[src/verilog/huff_pkg.sv]
package huff_pkg;

  localparam int sym_n  = 16;                  // Leaf symbols
  localparam int slot_n = 31;                  // Live slots, leaves then sum nodes
  localparam int node_n = 15;                  // Stored sum nodes
  localparam int freq_w = 24;                  // Frequency width, sums wrap
  localparam int id_w   = 9;                   // Node id, bit 8 marks a sum node
  localparam int sym_w  = 4;
  localparam int slot_w = 5;
  localparam int nidx_w = 4;                   // Node index width
  localparam int cnt_w  = 4;                   // Node count width
  localparam int adr_w  = 7;                   // Word address
  localparam int dat_w  = 32;

  localparam logic [id_w-1:0] null_id = 9'b110000000;  // Second child of a closing node

  // Bus word map
  localparam logic [adr_w-1:0] freq_base = 7'h00;
  localparam logic [adr_w-1:0] ctrl_adr  = 7'h10;
  localparam logic [adr_w-1:0] stat_adr  = 7'h11;
  localparam logic [adr_w-1:0] node_base = 7'h20;  // Ids then frequency, two words per node

  typedef enum logic [2:0] {sel_freq, sel_ctrl, sel_stat, sel_node_ids, sel_node_freq,
                            sel_none} wb_sel_t;
  typedef enum logic [2:0] {b_idle, b_count, b_scan, b_wait, b_merge, b_close,
                            b_fin} build_state_t;
  typedef enum logic [1:0] {s_idle, s_run, s_done} scan_state_t;

  // Slot 0..15 is a leaf, slot 16..30 is sum node 0..14
  function automatic logic [id_w-1:0] slot_to_id(input logic [slot_w-1:0] slot);
    return {slot[slot_w-1], {(id_w-1-nidx_w){1'b0}}, slot[nidx_w-1:0]};
  endfunction

  function automatic logic [slot_w-1:0] id_to_slot(input logic [id_w-1:0] id);
    return {id[id_w-1], id[nidx_w-1:0]};     // Inverse of slot_to_id
  endfunction

endpackage

[src/verilog/huff_wb_regs.sv]
module huff_wb_regs
  import huff_pkg::*;
(
  input  logic             clk,
  input  logic             rst_n,
  input  logic             cyc,
  input  logic             stb,
  input  logic             we,
  input  logic [adr_w-1:0] adr,
  input  logic [dat_w-1:0] wdata,
  input  logic             busy,
  input  logic             done,
  input  logic [cnt_w-1:0] node_count,
  input  logic [id_w-1:0]  node_left,
  input  logic [id_w-1:0]  node_right,
  input  logic [freq_w-1:0] node_freq,
  output logic [dat_w-1:0] rdata,
  output logic             ack,
  output logic             freq_we,
  output logic [sym_w-1:0] freq_sym,
  output logic [freq_w-1:0] freq_val,
  output logic             start,
  output logic [nidx_w-1:0] node_radr
);

  wb_sel_t          sel;
  logic             req;                       // Master request this cycle
  logic             take;                      // First cycle of a request, acts once
  logic             acked;                     // Request already served, wait for stb low
  logic [dat_w-1:0] rd_mux;

  assign req  = cyc & stb;
  assign take = req & ~acked;

  // Address decode
  always_comb begin
    if (adr < freq_base + adr_w'(sym_n)) begin
      sel = sel_freq;
    end else if (adr == ctrl_adr) begin
      sel = sel_ctrl;
    end else if (adr == stat_adr) begin
      sel = sel_stat;
    end else if (adr >= node_base && adr < node_base + adr_w'(2 * node_n)) begin
      sel = adr[0] ? sel_node_freq : sel_node_ids;  // Odd word holds the sum
    end else begin
      sel = sel_none;
    end
  end

  assign node_radr = nidx_w'((adr - node_base) >> 1);   // Two words per node
  assign freq_sym  = adr[sym_w-1:0];
  assign freq_val  = wdata[freq_w-1:0];
  assign freq_we   = take & we & (sel == sel_freq) & ~busy;   // Dropped during a build
  assign start     = take & we & (sel == sel_ctrl) & wdata[0] & ~busy;

  // Read data select
  always_comb begin
    case (sel)
      sel_stat:      rd_mux = dat_w'({node_count, 6'b0, done, busy});
      sel_node_ids:  rd_mux = {7'b0, node_left, 7'b0, node_right};  // Left in 24:16
      sel_node_freq: rd_mux = dat_w'(node_freq);
      default:       rd_mux = '0;               // Frequencies and control are write only
    endcase
  end

  always_ff @(posedge clk, posedge rst_n) begin
    if (rst_n) begin
      ack   <= 1'b0;
      acked <= 1'b0;
    end else begin
      ack   <= take;                            // One cycle after the request
      acked <= req & (acked | take);            // Cleared once stb falls
    end
  end

  // Read word lands together with ack
  always_ff @(posedge clk) begin
    if (take && !we) begin
      rdata <= rd_mux;
    end
  end

endmodule

[src/verilog/huff_node_store.sv]
module huff_node_store
  import huff_pkg::*;
(
  input  logic              clk,
  input  logic              rst_n,
  input  logic              freq_we,
  input  logic [sym_w-1:0]  freq_sym,
  input  logic [freq_w-1:0] freq_val,
  input  logic              clear,
  input  logic [slot_w-1:0] slot_radr,
  input  logic              retire,
  input  logic [slot_w-1:0] retire_a,
  input  logic [slot_w-1:0] retire_b,
  input  logic              node_we,
  input  logic [nidx_w-1:0] node_wadr,
  input  logic [id_w-1:0]   node_left,
  input  logic [id_w-1:0]   node_right,
  input  logic [freq_w-1:0] node_sum,
  input  logic [nidx_w-1:0] node_radr,
  output logic              slot_live,
  output logic [freq_w-1:0] slot_freq,
  output logic [id_w-1:0]   rd_left,
  output logic [id_w-1:0]   rd_right,
  output logic [freq_w-1:0] rd_freq
);

  logic [freq_w-1:0] freq_mem  [slot_n];      // Leaf frequencies, then sum slots
  logic [id_w-1:0]   left_mem  [node_n];
  logic [id_w-1:0]   right_mem [node_n];
  logic [freq_w-1:0] sum_mem   [node_n];
  logic [slot_n-1:0] live;
  logic [slot_w-1:0] new_slot;

  assign new_slot = {1'b1, node_wadr};         // Slot 16 plus node index

  always_ff @(posedge clk) begin
    if (freq_we) begin
      freq_mem[{1'b0, freq_sym}] <= freq_val;  // Host load, leaves only
    end
    if (node_we) begin
      freq_mem[new_slot]   <= node_sum;
      left_mem[node_wadr]  <= node_left;
      right_mem[node_wadr] <= node_right;
      sum_mem[node_wadr]   <= node_sum;
    end
  end

  // Live bits
  always_ff @(posedge clk, posedge rst_n) begin
    if (rst_n) begin
      live <= '0;
    end else if (clear) begin
      live <= '0;                              // Sum slots die here
      for (int i = 0; i < sym_n; i++) begin
        live[i] <= (freq_mem[i] != '0);        // Zero-frequency leaves never take part
      end
    end else begin
      if (retire) begin
        live[retire_a] <= 1'b0;
        live[retire_b] <= 1'b0;
      end
      if (node_we) live[new_slot] <= 1'b1;     // New sum joins the pool
    end
  end

  assign slot_live = live[slot_radr];
  assign slot_freq = freq_mem[slot_radr];
  assign rd_left   = left_mem[node_radr];
  assign rd_right  = right_mem[node_radr];
  assign rd_freq   = sum_mem[node_radr];

endmodule

[src/verilog/huff_min_scan.sv]
module huff_min_scan
  import huff_pkg::*;
(
  input  logic              clk,
  input  logic              rst_n,
  input  logic              scan_go,
  input  logic              slot_live,
  input  logic [freq_w-1:0] slot_freq,
  output logic [slot_w-1:0] slot_radr,
  output logic              scan_done,
  output logic [id_w-1:0]   least1,
  output logic [id_w-1:0]   least2,
  output logic [1:0]        found,
  output logic [freq_w-1:0] slot_freq_a,   // Frequency of least1
  output logic [freq_w-1:0] slot_freq_b    // Frequency of least2
);

  scan_state_t       state;
  logic [slot_w-1:0] idx;
  logic              last;
  logic [id_w-1:0]   cand;
  logic              beat1;                  // Slot becomes the new best
  logic              beat2;                  // Slot becomes the new second

  assign slot_radr = idx;
  assign last      = (idx == slot_w'(slot_n - 1));
  assign cand      = slot_to_id(idx);
  assign scan_done = (state == s_done);

  // Strict compare keeps the lower slot on a tie
  assign beat1 = slot_live && (found == 2'd0 || slot_freq < slot_freq_a);
  assign beat2 = slot_live && (found != 2'd2 || slot_freq < slot_freq_b);

  always_ff @(posedge clk, posedge rst_n) begin
    if (rst_n) begin
      state <= s_idle;
      idx   <= '0;
      found <= 2'd0;
    end else begin
      case (state)
        s_idle: begin
          if (scan_go) begin
            state <= s_run;
            idx   <= '0;
            found <= 2'd0;
          end
        end
        s_run: begin
          if (slot_live && found != 2'd2) found <= found + 2'd1;  // Saturates at two
          if (last) begin
            state <= s_done;                 // 31 slots read, result next cycle
          end else begin
            idx <= idx + 1'b1;
          end
        end
        s_done:  state <= s_idle;
        default: state <= s_idle;
      endcase
    end
  end

  // Best and second-best candidates
  always_ff @(posedge clk) begin
    if (state == s_idle && scan_go) begin
      least1      <= null_id;                // Missing nodes read as null
      least2      <= null_id;
      slot_freq_a <= '0;
      slot_freq_b <= '0;
    end else if (state == s_run) begin
      if (beat1) begin
        least2      <= least1;               // Old best drops to second
        slot_freq_b <= slot_freq_a;
        least1      <= cand;
        slot_freq_a <= slot_freq;
      end else if (beat2) begin
        least2      <= cand;
        slot_freq_b <= slot_freq;
      end
    end
  end

endmodule

[src/verilog/huff_tree_build.sv]
module huff_tree_build
  import huff_pkg::*;
(
  input  logic              clk,
  input  logic              rst_n,
  input  logic              start,
  input  logic              scan_done,
  input  logic [id_w-1:0]   least1,
  input  logic [id_w-1:0]   least2,
  input  logic [1:0]        found,
  input  logic [freq_w-1:0] slot_freq_a,
  input  logic [freq_w-1:0] slot_freq_b,
  output logic              clear,
  output logic              scan_go,
  output logic              node_we,
  output logic [nidx_w-1:0] node_wadr,
  output logic [id_w-1:0]   node_left,
  output logic [id_w-1:0]   node_right,
  output logic [freq_w-1:0] node_sum,
  output logic              retire,
  output logic [slot_w-1:0] retire_a,
  output logic [slot_w-1:0] retire_b,
  output logic              busy,
  output logic              done,
  output logic [cnt_w-1:0]  node_count
);

  build_state_t state;
  build_state_t state_nx;
  logic         closing;                     // Single-leaf closing write
  logic         merging;

  assign closing = (state == b_close);
  assign merging = (state == b_merge);

  // Next state
  always_comb begin
    state_nx = state;
    case (state)
      b_idle: begin
        if (start) state_nx = b_count;
      end
      b_count: state_nx = b_scan;            // Store rebuilds live bits, scan kicks off
      b_scan: begin
        if (scan_done) begin
          if (found == 2'd2) begin
            state_nx = b_merge;              // Two nodes left to join
          end else if (found == 2'd1 && node_count == '0) begin
            state_nx = b_close;              // Lone leaf, nothing merged yet
          end else begin
            state_nx = b_fin;                // Root reached or empty input
          end
        end
      end
      b_merge: state_nx = b_wait;
      b_wait:  state_nx = b_scan;            // Rescan with the new sum live
      b_close: state_nx = b_fin;
      b_fin:   state_nx = b_idle;
      default: state_nx = b_idle;
    endcase
  end

  // Store and scanner strobes
  assign clear   = (state == b_count);
  assign scan_go = (state == b_count) || (state == b_wait);
  assign node_we = merging || closing;
  assign retire  = node_we;                  // Children leave the pool as the parent lands
  assign busy    = (state != b_idle);

  // Node record, least1 is always the left child
  assign node_wadr  = node_count;
  assign node_left  = least1;
  assign node_right = closing ? null_id : least2;
  assign node_sum   = closing ? slot_freq_a : slot_freq_a + slot_freq_b;  // Wraps at freq_w

  assign retire_a = id_to_slot(least1);
  assign retire_b = closing ? id_to_slot(least1) : id_to_slot(least2);  // Same slot twice

  always_ff @(posedge clk, posedge rst_n) begin
    if (rst_n) begin
      state      <= b_idle;
      node_count <= '0;
      done       <= 1'b0;
    end else begin
      state <= state_nx;
      if (state == b_idle && start) begin
        node_count <= '0;                    // New build drops the old result
        done       <= 1'b0;
      end
      if (node_we) node_count <= node_count + 1'b1;
      if (state == b_fin) done <= 1'b1;      // Held until the next start
    end
  end

endmodule

[src/verilog/huff_top.sv]
module huff_top
  import huff_pkg::*;
(
  input  logic             clk,
  input  logic             rst_n,
  input  logic             cyc,
  input  logic             stb,
  input  logic             we,
  input  logic [adr_w-1:0] adr,
  input  logic [dat_w-1:0] wdata,
  output logic [dat_w-1:0] rdata,
  output logic             ack
);

  // Host side
  logic              freq_we;
  logic [sym_w-1:0]  freq_sym;
  logic [freq_w-1:0] freq_val;
  logic              start;
  logic              busy;
  logic              done;
  logic [cnt_w-1:0]  node_count;
  logic [nidx_w-1:0] node_radr;
  logic [id_w-1:0]   rd_left;
  logic [id_w-1:0]   rd_right;
  logic [freq_w-1:0] rd_freq;

  // Scan path
  logic              scan_go;
  logic              scan_done;
  logic [slot_w-1:0] slot_radr;
  logic              slot_live;
  logic [freq_w-1:0] slot_freq;
  logic [id_w-1:0]   least1;
  logic [id_w-1:0]   least2;
  logic [1:0]        found;
  logic [freq_w-1:0] slot_freq_a;
  logic [freq_w-1:0] slot_freq_b;

  // Build writes
  logic              clear;
  logic              node_we;
  logic [nidx_w-1:0] node_wadr;
  logic [id_w-1:0]   wr_left;
  logic [id_w-1:0]   wr_right;
  logic [freq_w-1:0] wr_sum;
  logic              retire;
  logic [slot_w-1:0] retire_a;
  logic [slot_w-1:0] retire_b;

  huff_wb_regs u_regs (
    .clk, .rst_n, .cyc, .stb, .we, .adr, .wdata, .busy, .done, .node_count,
    .node_left(rd_left), .node_right(rd_right), .node_freq(rd_freq),
    .rdata, .ack, .freq_we, .freq_sym, .freq_val, .start, .node_radr
  );

  huff_node_store u_store (
    .clk, .rst_n, .freq_we, .freq_sym, .freq_val, .clear, .slot_radr,
    .retire, .retire_a, .retire_b, .node_we, .node_wadr,
    .node_left(wr_left), .node_right(wr_right), .node_sum(wr_sum), .node_radr,
    .slot_live, .slot_freq, .rd_left, .rd_right, .rd_freq
  );

  huff_min_scan u_scan (
    .clk, .rst_n, .scan_go, .slot_live, .slot_freq, .slot_radr, .scan_done,
    .least1, .least2, .found, .slot_freq_a, .slot_freq_b
  );

  huff_tree_build u_build (
    .clk, .rst_n, .start, .scan_done, .least1, .least2, .found, .slot_freq_a,
    .slot_freq_b, .clear, .scan_go, .node_we, .node_wadr,
    .node_left(wr_left), .node_right(wr_right), .node_sum(wr_sum),
    .retire, .retire_a, .retire_b, .busy, .done, .node_count
  );

endmodule

[config.mk]
export PLATFORM = sky130hd
export DESIGN_NAME = huff_top
export DESIGN_NICKNAME = d
export VERILOG_FILES = /design/src/verilog/huff_pkg.sv /design/src/verilog/huff_wb_regs.sv /design/src/verilog/huff_node_store.sv /design/src/verilog/huff_min_scan.sv /design/src/verilog/huff_tree_build.sv /design/src/verilog/huff_top.sv
export SDC_FILE = /design/constraint.sdc
export NUM_CORES = 2
export LEC_CHECK = 0
export ABC_AREA = 1
export ABC_CLOCK_PERIOD_IN_PS = 10200
export BUFFER_PORTS_ARGS = -buffer_cell sky130_fd_sc_hd__buf_2
export CAP_MARGIN = 20
export CELL_PAD_IN_SITES_DETAIL_PLACEMENT = 0
export CELL_PAD_IN_SITES_GLOBAL_PLACEMENT = 2
export CORE_ASPECT_RATIO = 0.75
export CORE_UTILIZATION = 40
export CTS_CLUSTER_DIAMETER = 40
export DETAILED_ROUTE_END_ITERATION = 6
export HOLD_SLACK_MARGIN = 0.12
export PLACE_DENSITY_LB_ADDON = 0.1
export SLEW_MARGIN = 20
export SYNTH_ARGS = -nofsm -noshare
export SYNTH_HDL_FRONTEND = slang
export SYNTH_SLANG_ARGS = --single-unit
[constraint.sdc]
create_clock -name clk -period 10.2 [get_ports clk]
set_input_delay 0 -clock clk [delete_from_list [all_inputs] [get_ports clk]]
set_output_delay 0 -clock clk [all_outputs]
set_load 0.1 [all_outputs]
* After elaboration in Yosys (flattened, before gate mapping)
Memory sizes are Yosys's and may differ from the RTL's.
Cells that the tools add are included.
** Operators by class
- $add $sub $neg :: 5
- $lt $le $gt $ge :: 12
- Equal/unequal tests :: 24
- Muxes and demuxes :: 50
- Bitwise logic cells :: 17
- Reductions and logical operators :: 50
** Operators by type and width (count)
- $reduce_bool A24 Y1 :: 16
- $mux W31 :: 4
- $mux W24 :: 4
- $pmux W25 S3 :: 1
- $and A31 B31 Y31 :: 2
- $not A31 Y31 :: 2
- $lt A24 B24 Y1 :: 2
- $or A31 B31 Y31 :: 1
- $mux W9 :: 3
- $add A24 B24 Y24 :: 1
- $lt A5 B6 Y1 const B :: 4
- $mux W3 :: 8
- $reduce_or A24 Y1 :: 1
- $mux W5 :: 4
- $ge A5 B1 Y1 const B :: 3
- $pmux W3 S5 :: 1
- $eq A7 B5 Y1 const B :: 2
- $eq A3 B2 Y1 const B :: 4
- $eq A3 B3 Y1 const B :: 4
- $logic_and A1 B1 Y1 :: 11
- $mux W1 :: 11
- $demux W1 S5 :: 2
- $mux W2 :: 5
- $pmux W5 S2 :: 1
- 30 further kinds :: 61
** Word-level totals
- Register bits after elaboration :: 145
- Bits in writable memories :: 1329
- Output and inout port bits :: 33
- Memories kept :: 4
** Memory list
- u_store.freq_mem :: depth 31, bits a word 24, read ports 17, clocked after memory_dff 0, write ports 1, RTL line huff_node_store.sv:27 : logic [freq_w-1:0] freq_mem [slot_n];
- u_store.sum_mem :: depth 15, bits a word 24, read ports 1, clocked after memory_dff 0, write ports 1, RTL line huff_node_store.sv:30 : logic [freq_w-1:0] sum_mem [node_n];
- u_store.right_mem :: depth 15, bits a word 9, read ports 1, clocked after memory_dff 0, write ports 1, RTL line huff_node_store.sv:29 : logic [id_w-1:0] right_mem [node_n];
- u_store.left_mem :: depth 15, bits a word 6, read ports 1, clocked after memory_dff 0, write ports 1, RTL line huff_node_store.sv:28 : logic [id_w-1:0] left_mem [node_n];

* Longest topological paths before layout
- Word-level depth :: 13
- Gate-level depth with buffers :: 28
- Depth with buffers taken out :: 25

* Modules after synthesis
From an unflattened synthesis, not the netlist that was laid out.
** Unflattened totals
- Cells, all modules :: 6096
- Area total of the unflattened synthesis :: 56809.5 µm²
** By module, submodules not included
- huff_node_store :: times used 1, cells an instance 4749, area an instance 48066.1 µm²
- huff_min_scan :: times used 1, cells an instance 647, area an instance 4375.4 µm²
- huff_tree_build :: times used 1, cells an instance 515, area an instance 2720.1 µm²
- huff_wb_regs :: times used 1, cells an instance 185, area an instance 1647.8 µm²

* Worst setup path before layout
Ideal clock, no wire load.
- Path kind :: register -> register
- Start point :: register u_scan.slot_freq_a[0]
- End point :: memory u_store.freq_mem[0][18], data pin
- Library setup time :: 0.278 ns
- Data arrival time :: 3.413 ns
- Data required time :: 9.922 ns
- Slack :: 6.509 ns
- Stages on the path, launching flop included :: 14
- Clock period less this slack :: 3.691 ns
- Cells stage by stage :: dfxtp_1 -> ha_1 -> inv_1 -> fa_1 -> o21ai_0 -> nand2_1 -> o21bai_1 -> a21oi_1 -> o21ai_0 -> a21boi_0 -> xor2_1 -> o21ai_0 -> nand2_1 -> nand2_1
** On the way
- Longest elaborated chain between the ends :: 3
** Ends and longest elaborated chain
- start: declaration :: RTL line huff_min_scan.sv:14 : output logic [freq_w-1:0] slot_freq_a,
- start signal: assignment :: RTL line huff_min_scan.sv:74 : slot_freq_a <= slot_freq;
- $add A24 B24 Y24 :: RTL line huff_tree_build.sv:74 : assign node_sum = closing ? slot_freq_a : slot_freq_a + slot_freq_b;
- $mux W24 :: RTL line huff_tree_build.sv:74
- via u_build.node_sum[18] :: RTL line huff_tree_build.sv:19 : output logic [freq_w-1:0] node_sum,
- $mux W24 (no source line)
- end: declaration :: RTL line huff_node_store.sv:27
The timed path passes the listed nets, and every way through them passes these cells.

* Final worst setup path
- Start point :: register u_scan.idx[2] (netlist: u_scan.slot_radr[2])
- End point :: register u_scan.slot_freq_b[11]
** On the way
- Longest elaborated chain between the ends :: 6
** Ends and longest elaborated chain
- start: declaration :: RTL line huff_min_scan.sv:19 : logic [slot_w-1:0] idx;
- start signal: assignment :: RTL line huff_min_scan.sv:53 : idx <= idx + 1'b1;
- $mem_v2 Z31 W24 (*)
- via slot_freq[18] :: RTL line huff_top.sv:33 : logic [freq_w-1:0] slot_freq;
- $lt A24 B24 Y1, on equally long branches :: RTL line huff_min_scan.sv:32, huff_min_scan.sv:31
- $logic_or A1 B1 Y1, on equally long branches :: RTL line huff_min_scan.sv:32, huff_min_scan.sv:31
- $logic_and A1 B1 Y1, on equally long branches :: RTL line huff_min_scan.sv:32, huff_min_scan.sv:31
- $reduce_bool A2 Y1 (no source line)
- $reduce_and A2 Y1 (no source line)
- end signal: assignment :: RTL line huff_min_scan.sv:72 : slot_freq_b <= slot_freq_a;
- end signal: assignment :: RTL line huff_min_scan.sv:77 : slot_freq_b <= slot_freq;
- end: declaration :: RTL line huff_min_scan.sv:15 : output logic [freq_w-1:0] slot_freq_b
Mark *: on every way through the listed nets, which the timed path passes. The rest lies on a longest branch. The select of a mux whose other input is x is not followed.
A chain may end at the register's enable or synchronous reset.

==> flow_summary_export.csv <==
group,metric,value,unit
status,status,"completed",
cts,clkSlewWorstSetupHoldPaths,60,ps
layout,fillCellCount,13300,
sta,maxSlewViolCount,0,
sta,min_period,7670,ps
cts,cts_tree,"done",
cts,clk_path_buf_depth,3,
synth,synth-main-ff-cell,"edfxtp_1",
floorplanning,rows,122,
synth,synth_cells,4843,
critical_path,critPathArrivalTime,8400,ps
cts,cts-hold-fix-buffers,37,
critical_path,slowest_stage,"nor4_2",
synth,post_synth_main_area_contributors,"edfxtp_1 (67%), o21ai_0 (4.4%), nand2_1 (4.0%), nor2_1 (3.2%), dfrtp_1 (2.1%)",
synth,synth_area,60000,um2
layout,nNetsFinal,5098,
cts,cts-resized-gates,0,
pwr,power_switching_share,0.218,
sta,setup_viol,0,
routing,detail-route-antenna-nets,0,
hold_path,min_path_type,"in -> reg",
synth,synth_xor_area_frac,0.00248,
routing,drc_errors,0,
synth,synth_compound_area_frac,0.131,
layout,area_delta_synth_final,15.9,%
synth,synth_simple_gate_area_frac,0.107,
sta,fin_skew,37.2,ps
routing,first_iter_violations,4486,
synth,yosysTopAreaCellShare,0.667,
synth,synth_top_family_by_area,"compound AO/OA/AOI/OAI gates",
routing,post_drt_wl_per_cell,28.4,um
sta,rsz0062_at_grt,"false",
routing,dr_total_vias,40900,
synth,synthAdderAreaFrac,0.0166,
floorplanning,start_util,0.405,
synth,synth_top_area_cell,"edfxtp_1",
critical_path,critical_path_class,"reg -> reg",
layout,drive_gt1_frac,0.116,
floorplanning,die_height,337,um
floorplanning,core,148000,um2
synth,ys_seq_area_frac,0.708,
place,post-dp-hpwl,122000,um
critical_path,crit_required,10940,ps
pwr,total_power,13.1,mW
pwr,pwr-share-clk,0.485,
critical_path,crit_path_end_kind,"flip-flop",
critical_path,cp_max_fo,59,
run,maxCapViolCount,0,
critical_path,reg2reg_slack,2530,ps
critical_path,startpoint_type,"flip-flop",
global_routing,grt_pass1_wl,286000,um
sta,worst_pin_slew,1200,ps
routing,wl,202000,um
global_routing,track_usage,0.264,
global_routing,antenna_found_initial,7,
place,finalWeightedCongestion,0.851,
floorplanning,ios,77,
synth,muxShareOfSynthArea,0,
synth,ys_types,58,
critical_path,crit_path_max_incr_delay,920,ps
sta,hold_viol_final,0,
global_routing,grt_max_degree,123,
cts,clock-root-buffer,"clkbuf_16",
sta,fin_crit_sh,0.752,
pwr,p_int,10.2,mW
synth,async_flop_share,0.0347,
routing,via_per_inst,5.75,
pwr,power_density,188,nW/um2
pwr,p_leak,23.8,nW
global_routing,grt_pass1_vias,38200,
pwr,seq_power_share,0.491,
synth,synth_edf_count,1333,
sta,tns,0,ps
cts,htreeDepth,4,
synth,syn_area_per_cell,12.4,um2
pwr,p_switching,2.85,mW
routing,firstDrtPassIters,6,
floorplanning,die_area,152000,um2
critical_path,crit_path_cell_trace,"clkinv_2 > buf_4 > a221oi_1 > a21oi_1 > nor4_2 > a31oi_1 > ha_1 > nand2_1 > inv_1 > nand4_1 > nor4_1 > nand2_1 > nand2_2 > nand2_4 > nand2_4 > nand2_8 > inv_1 > nor2_1 > nor2_1",
cts,clk-insertion-delay-late,820,ps
cts,cts.sinks,1443,
synth,ys_ff_latch,1443,
cts,post-cts-setup-buffers,0,
global_routing,grt_overflow,0,
cts,cts_buffers,178,
sta,max_freq,130,MHz
place,port_buffers,61,
sta,relSlewSlack,0.194,
synth,ys_warn_count,0,
pwr,peakVddDrop,0.146,mV
floorplanning,die_w,449,um
pwr,comb_power_share,0.024,
sequential cells by signal, indices dropped and copies added, names as in the netlist:
register	cells
u_scan.state	2
u_store.freq_mem	768
u_scan.least2	6
u_store.right_mem	90
u_scan.least1	6
u_store.live	31
u_scan.slot_freq_a	24
u_scan.slot_radr	5
u_regs.rdata	25
u_build.state	3
u_build.node_count	4
u_scan.found	2
u_scan.slot_freq_b	24
u_store.left_mem	90
u_regs.ack	1
u_store.sum_mem	360
u_build.done	1
u_regs.acked	1
per-stage QoR:
step / utilization / area (um2) / hold slack, ps / setup WS, ps / instances
global route: 0.469 / 69500 / 261 / 2190 / 7108
finish: 0.469 / 69500 / 197 / 2530 / 7114
floorplan: - / 60000 / 135 / 6510 / 4849
CTS: 0.469 / 69400 / 176 / 2720 / 7104
detailed placement: 0.426 / 63100 / 254 / 2740 / 6740
global placement: 0.426 / 63100 / 250 / 2750 / 6737
cell families (layout without fill, tap and decap cells):
| group | count (synthesis) | count (layout) |
|---|---|---|
| flip-flops | 1443 | 1443 |
| buffers and inverters | 514 | 787 |
| XOR/XNOR | 17 | 17 |
| other | 1 | 15 |
| AO/OA/AOI/OAI | 1260 | 1260 |
| adder cells (fa/ha/maj) | 79 | 79 |
| AND/OR/NAND/NOR | 1529 | 1529 |
power groups by stage:
stage                     logic [mW]  clock network, mW  registers, mW
after floorplan                0.156                  0           6.57
final                          0.317               6.34           6.42
after CTS                      0.316               6.45           6.42
after global placement         0.305                  0           6.55
after global routing           0.340               6.68           6.42
after detailed placement       0.306                  0           6.55
per-layer routing:
metal | vias to the layer above | track usage | wire length [um] | share of wire
met1 | 20700 | 0.404 | 97400 | 0.48
met4 | 0 | 0.0606 | 3860 | 0.019
met3 | 254 | 0.0754 | 18300 | 0.091
li1 | 18500 | - | - | -
met2 | 1452 | 0.366 | 82700 | 0.41
met5 | - | 0 | 0 | 0
final timing paths:
path | endpoint | startpoint | depth (start not counted)
hold / removal | u_store.freq_mem[29][6]$_DFFE_PP_ | wdata[6] | 3
hold reg to reg | u_scan.least2[1]$_SDFFE_PP0P_ | u_scan.least2[1]$_SDFFE_PP0P_ | 2
setup / recovery | u_scan.slot_freq_b[11]$_SDFFE_PP0P_ | u_scan.slot_radr[2]$_DFFE_PP0P_ | 19
min in group asynchronous | u_store.live[7]$_DFFE_PP0P_ | rst_n | 5
setup reg to reg | u_scan.slot_freq_b[11]$_SDFFE_PP0P_ | u_scan.slot_radr[2]$_DFFE_PP0P_ | 19
max in group asynchronous | u_scan.slot_radr[0]$_DFFE_PP0P_ | rst_n | 5
placed cells by master (no fill, tap or decap), types with 27 or more instances in the layout:
cell	count
nand2_1	642
a31oi_1	27
a221oi_1	85
o2111ai_1	55
o21ai_1	39
nor2_4	38
edfxtp_1	1333
dfrtp_1	46
buf_4	132
inv_1	203
ha_1	78
o32ai_1	34
nor2_1	460
buf_2	60
nor4_1	89
o22ai_1	66
nand4_1	42
dfxtp_1	60
a22oi_1	83
nand3_1	197
a221o_1	38
o21ai_0	511
clkbuf_16	178
dlygate4sd3_1	37
a21oi_1	206
Yosys cell counts (all sizes together), types with 2 or more instances:
cell type,n
nand3,197
o2111ai,55
xor2,9
clkinv,4
o21a,2
clkbuf,200
o311ai,14
nand2,655
or4,4
xnor2,8
or2,4
a211oi,12
nor3,19
dfrtp,50
o31ai,10
a21oi,207
o211ai,24
nor2,515
o21bai,4
nand4,42
buf,95
dfxtp,60
o21ai,561
a32oi,10
o221ai,12
a22oi,84
ha,78
a221o,38
a31oi,32
edfxtp,1333
o32ai,34
a32o,5
inv,215
a221oi,85
nor4,92
o22ai,67
worst max-delay path, delay by kind of cell, from the launching register on:
kind	cells	cell delay, ps
adder cells (fa/ha/maj)	1	400
flip-flops	1	760
buffers and inverters	4	1680
AND/OR/NAND/NOR	11	3790
AO/OA/AOI/OAI	3	910
layout make-up:
type                    count  area [um2]  share of cell area
inverters                 219         846              0.0122
well taps                1984        2480              0.0357
flip-flops and latches   1443       42500               0.611
clock buffers             204        4560              0.0656
diodes                      8        20.0            0.000288
clock inverters           123        1360              0.0196
multi-input cells        2892       15900               0.228
repair buffers            241        1930              0.0277
Note: power is estimated with default switching activity, not from simulation.
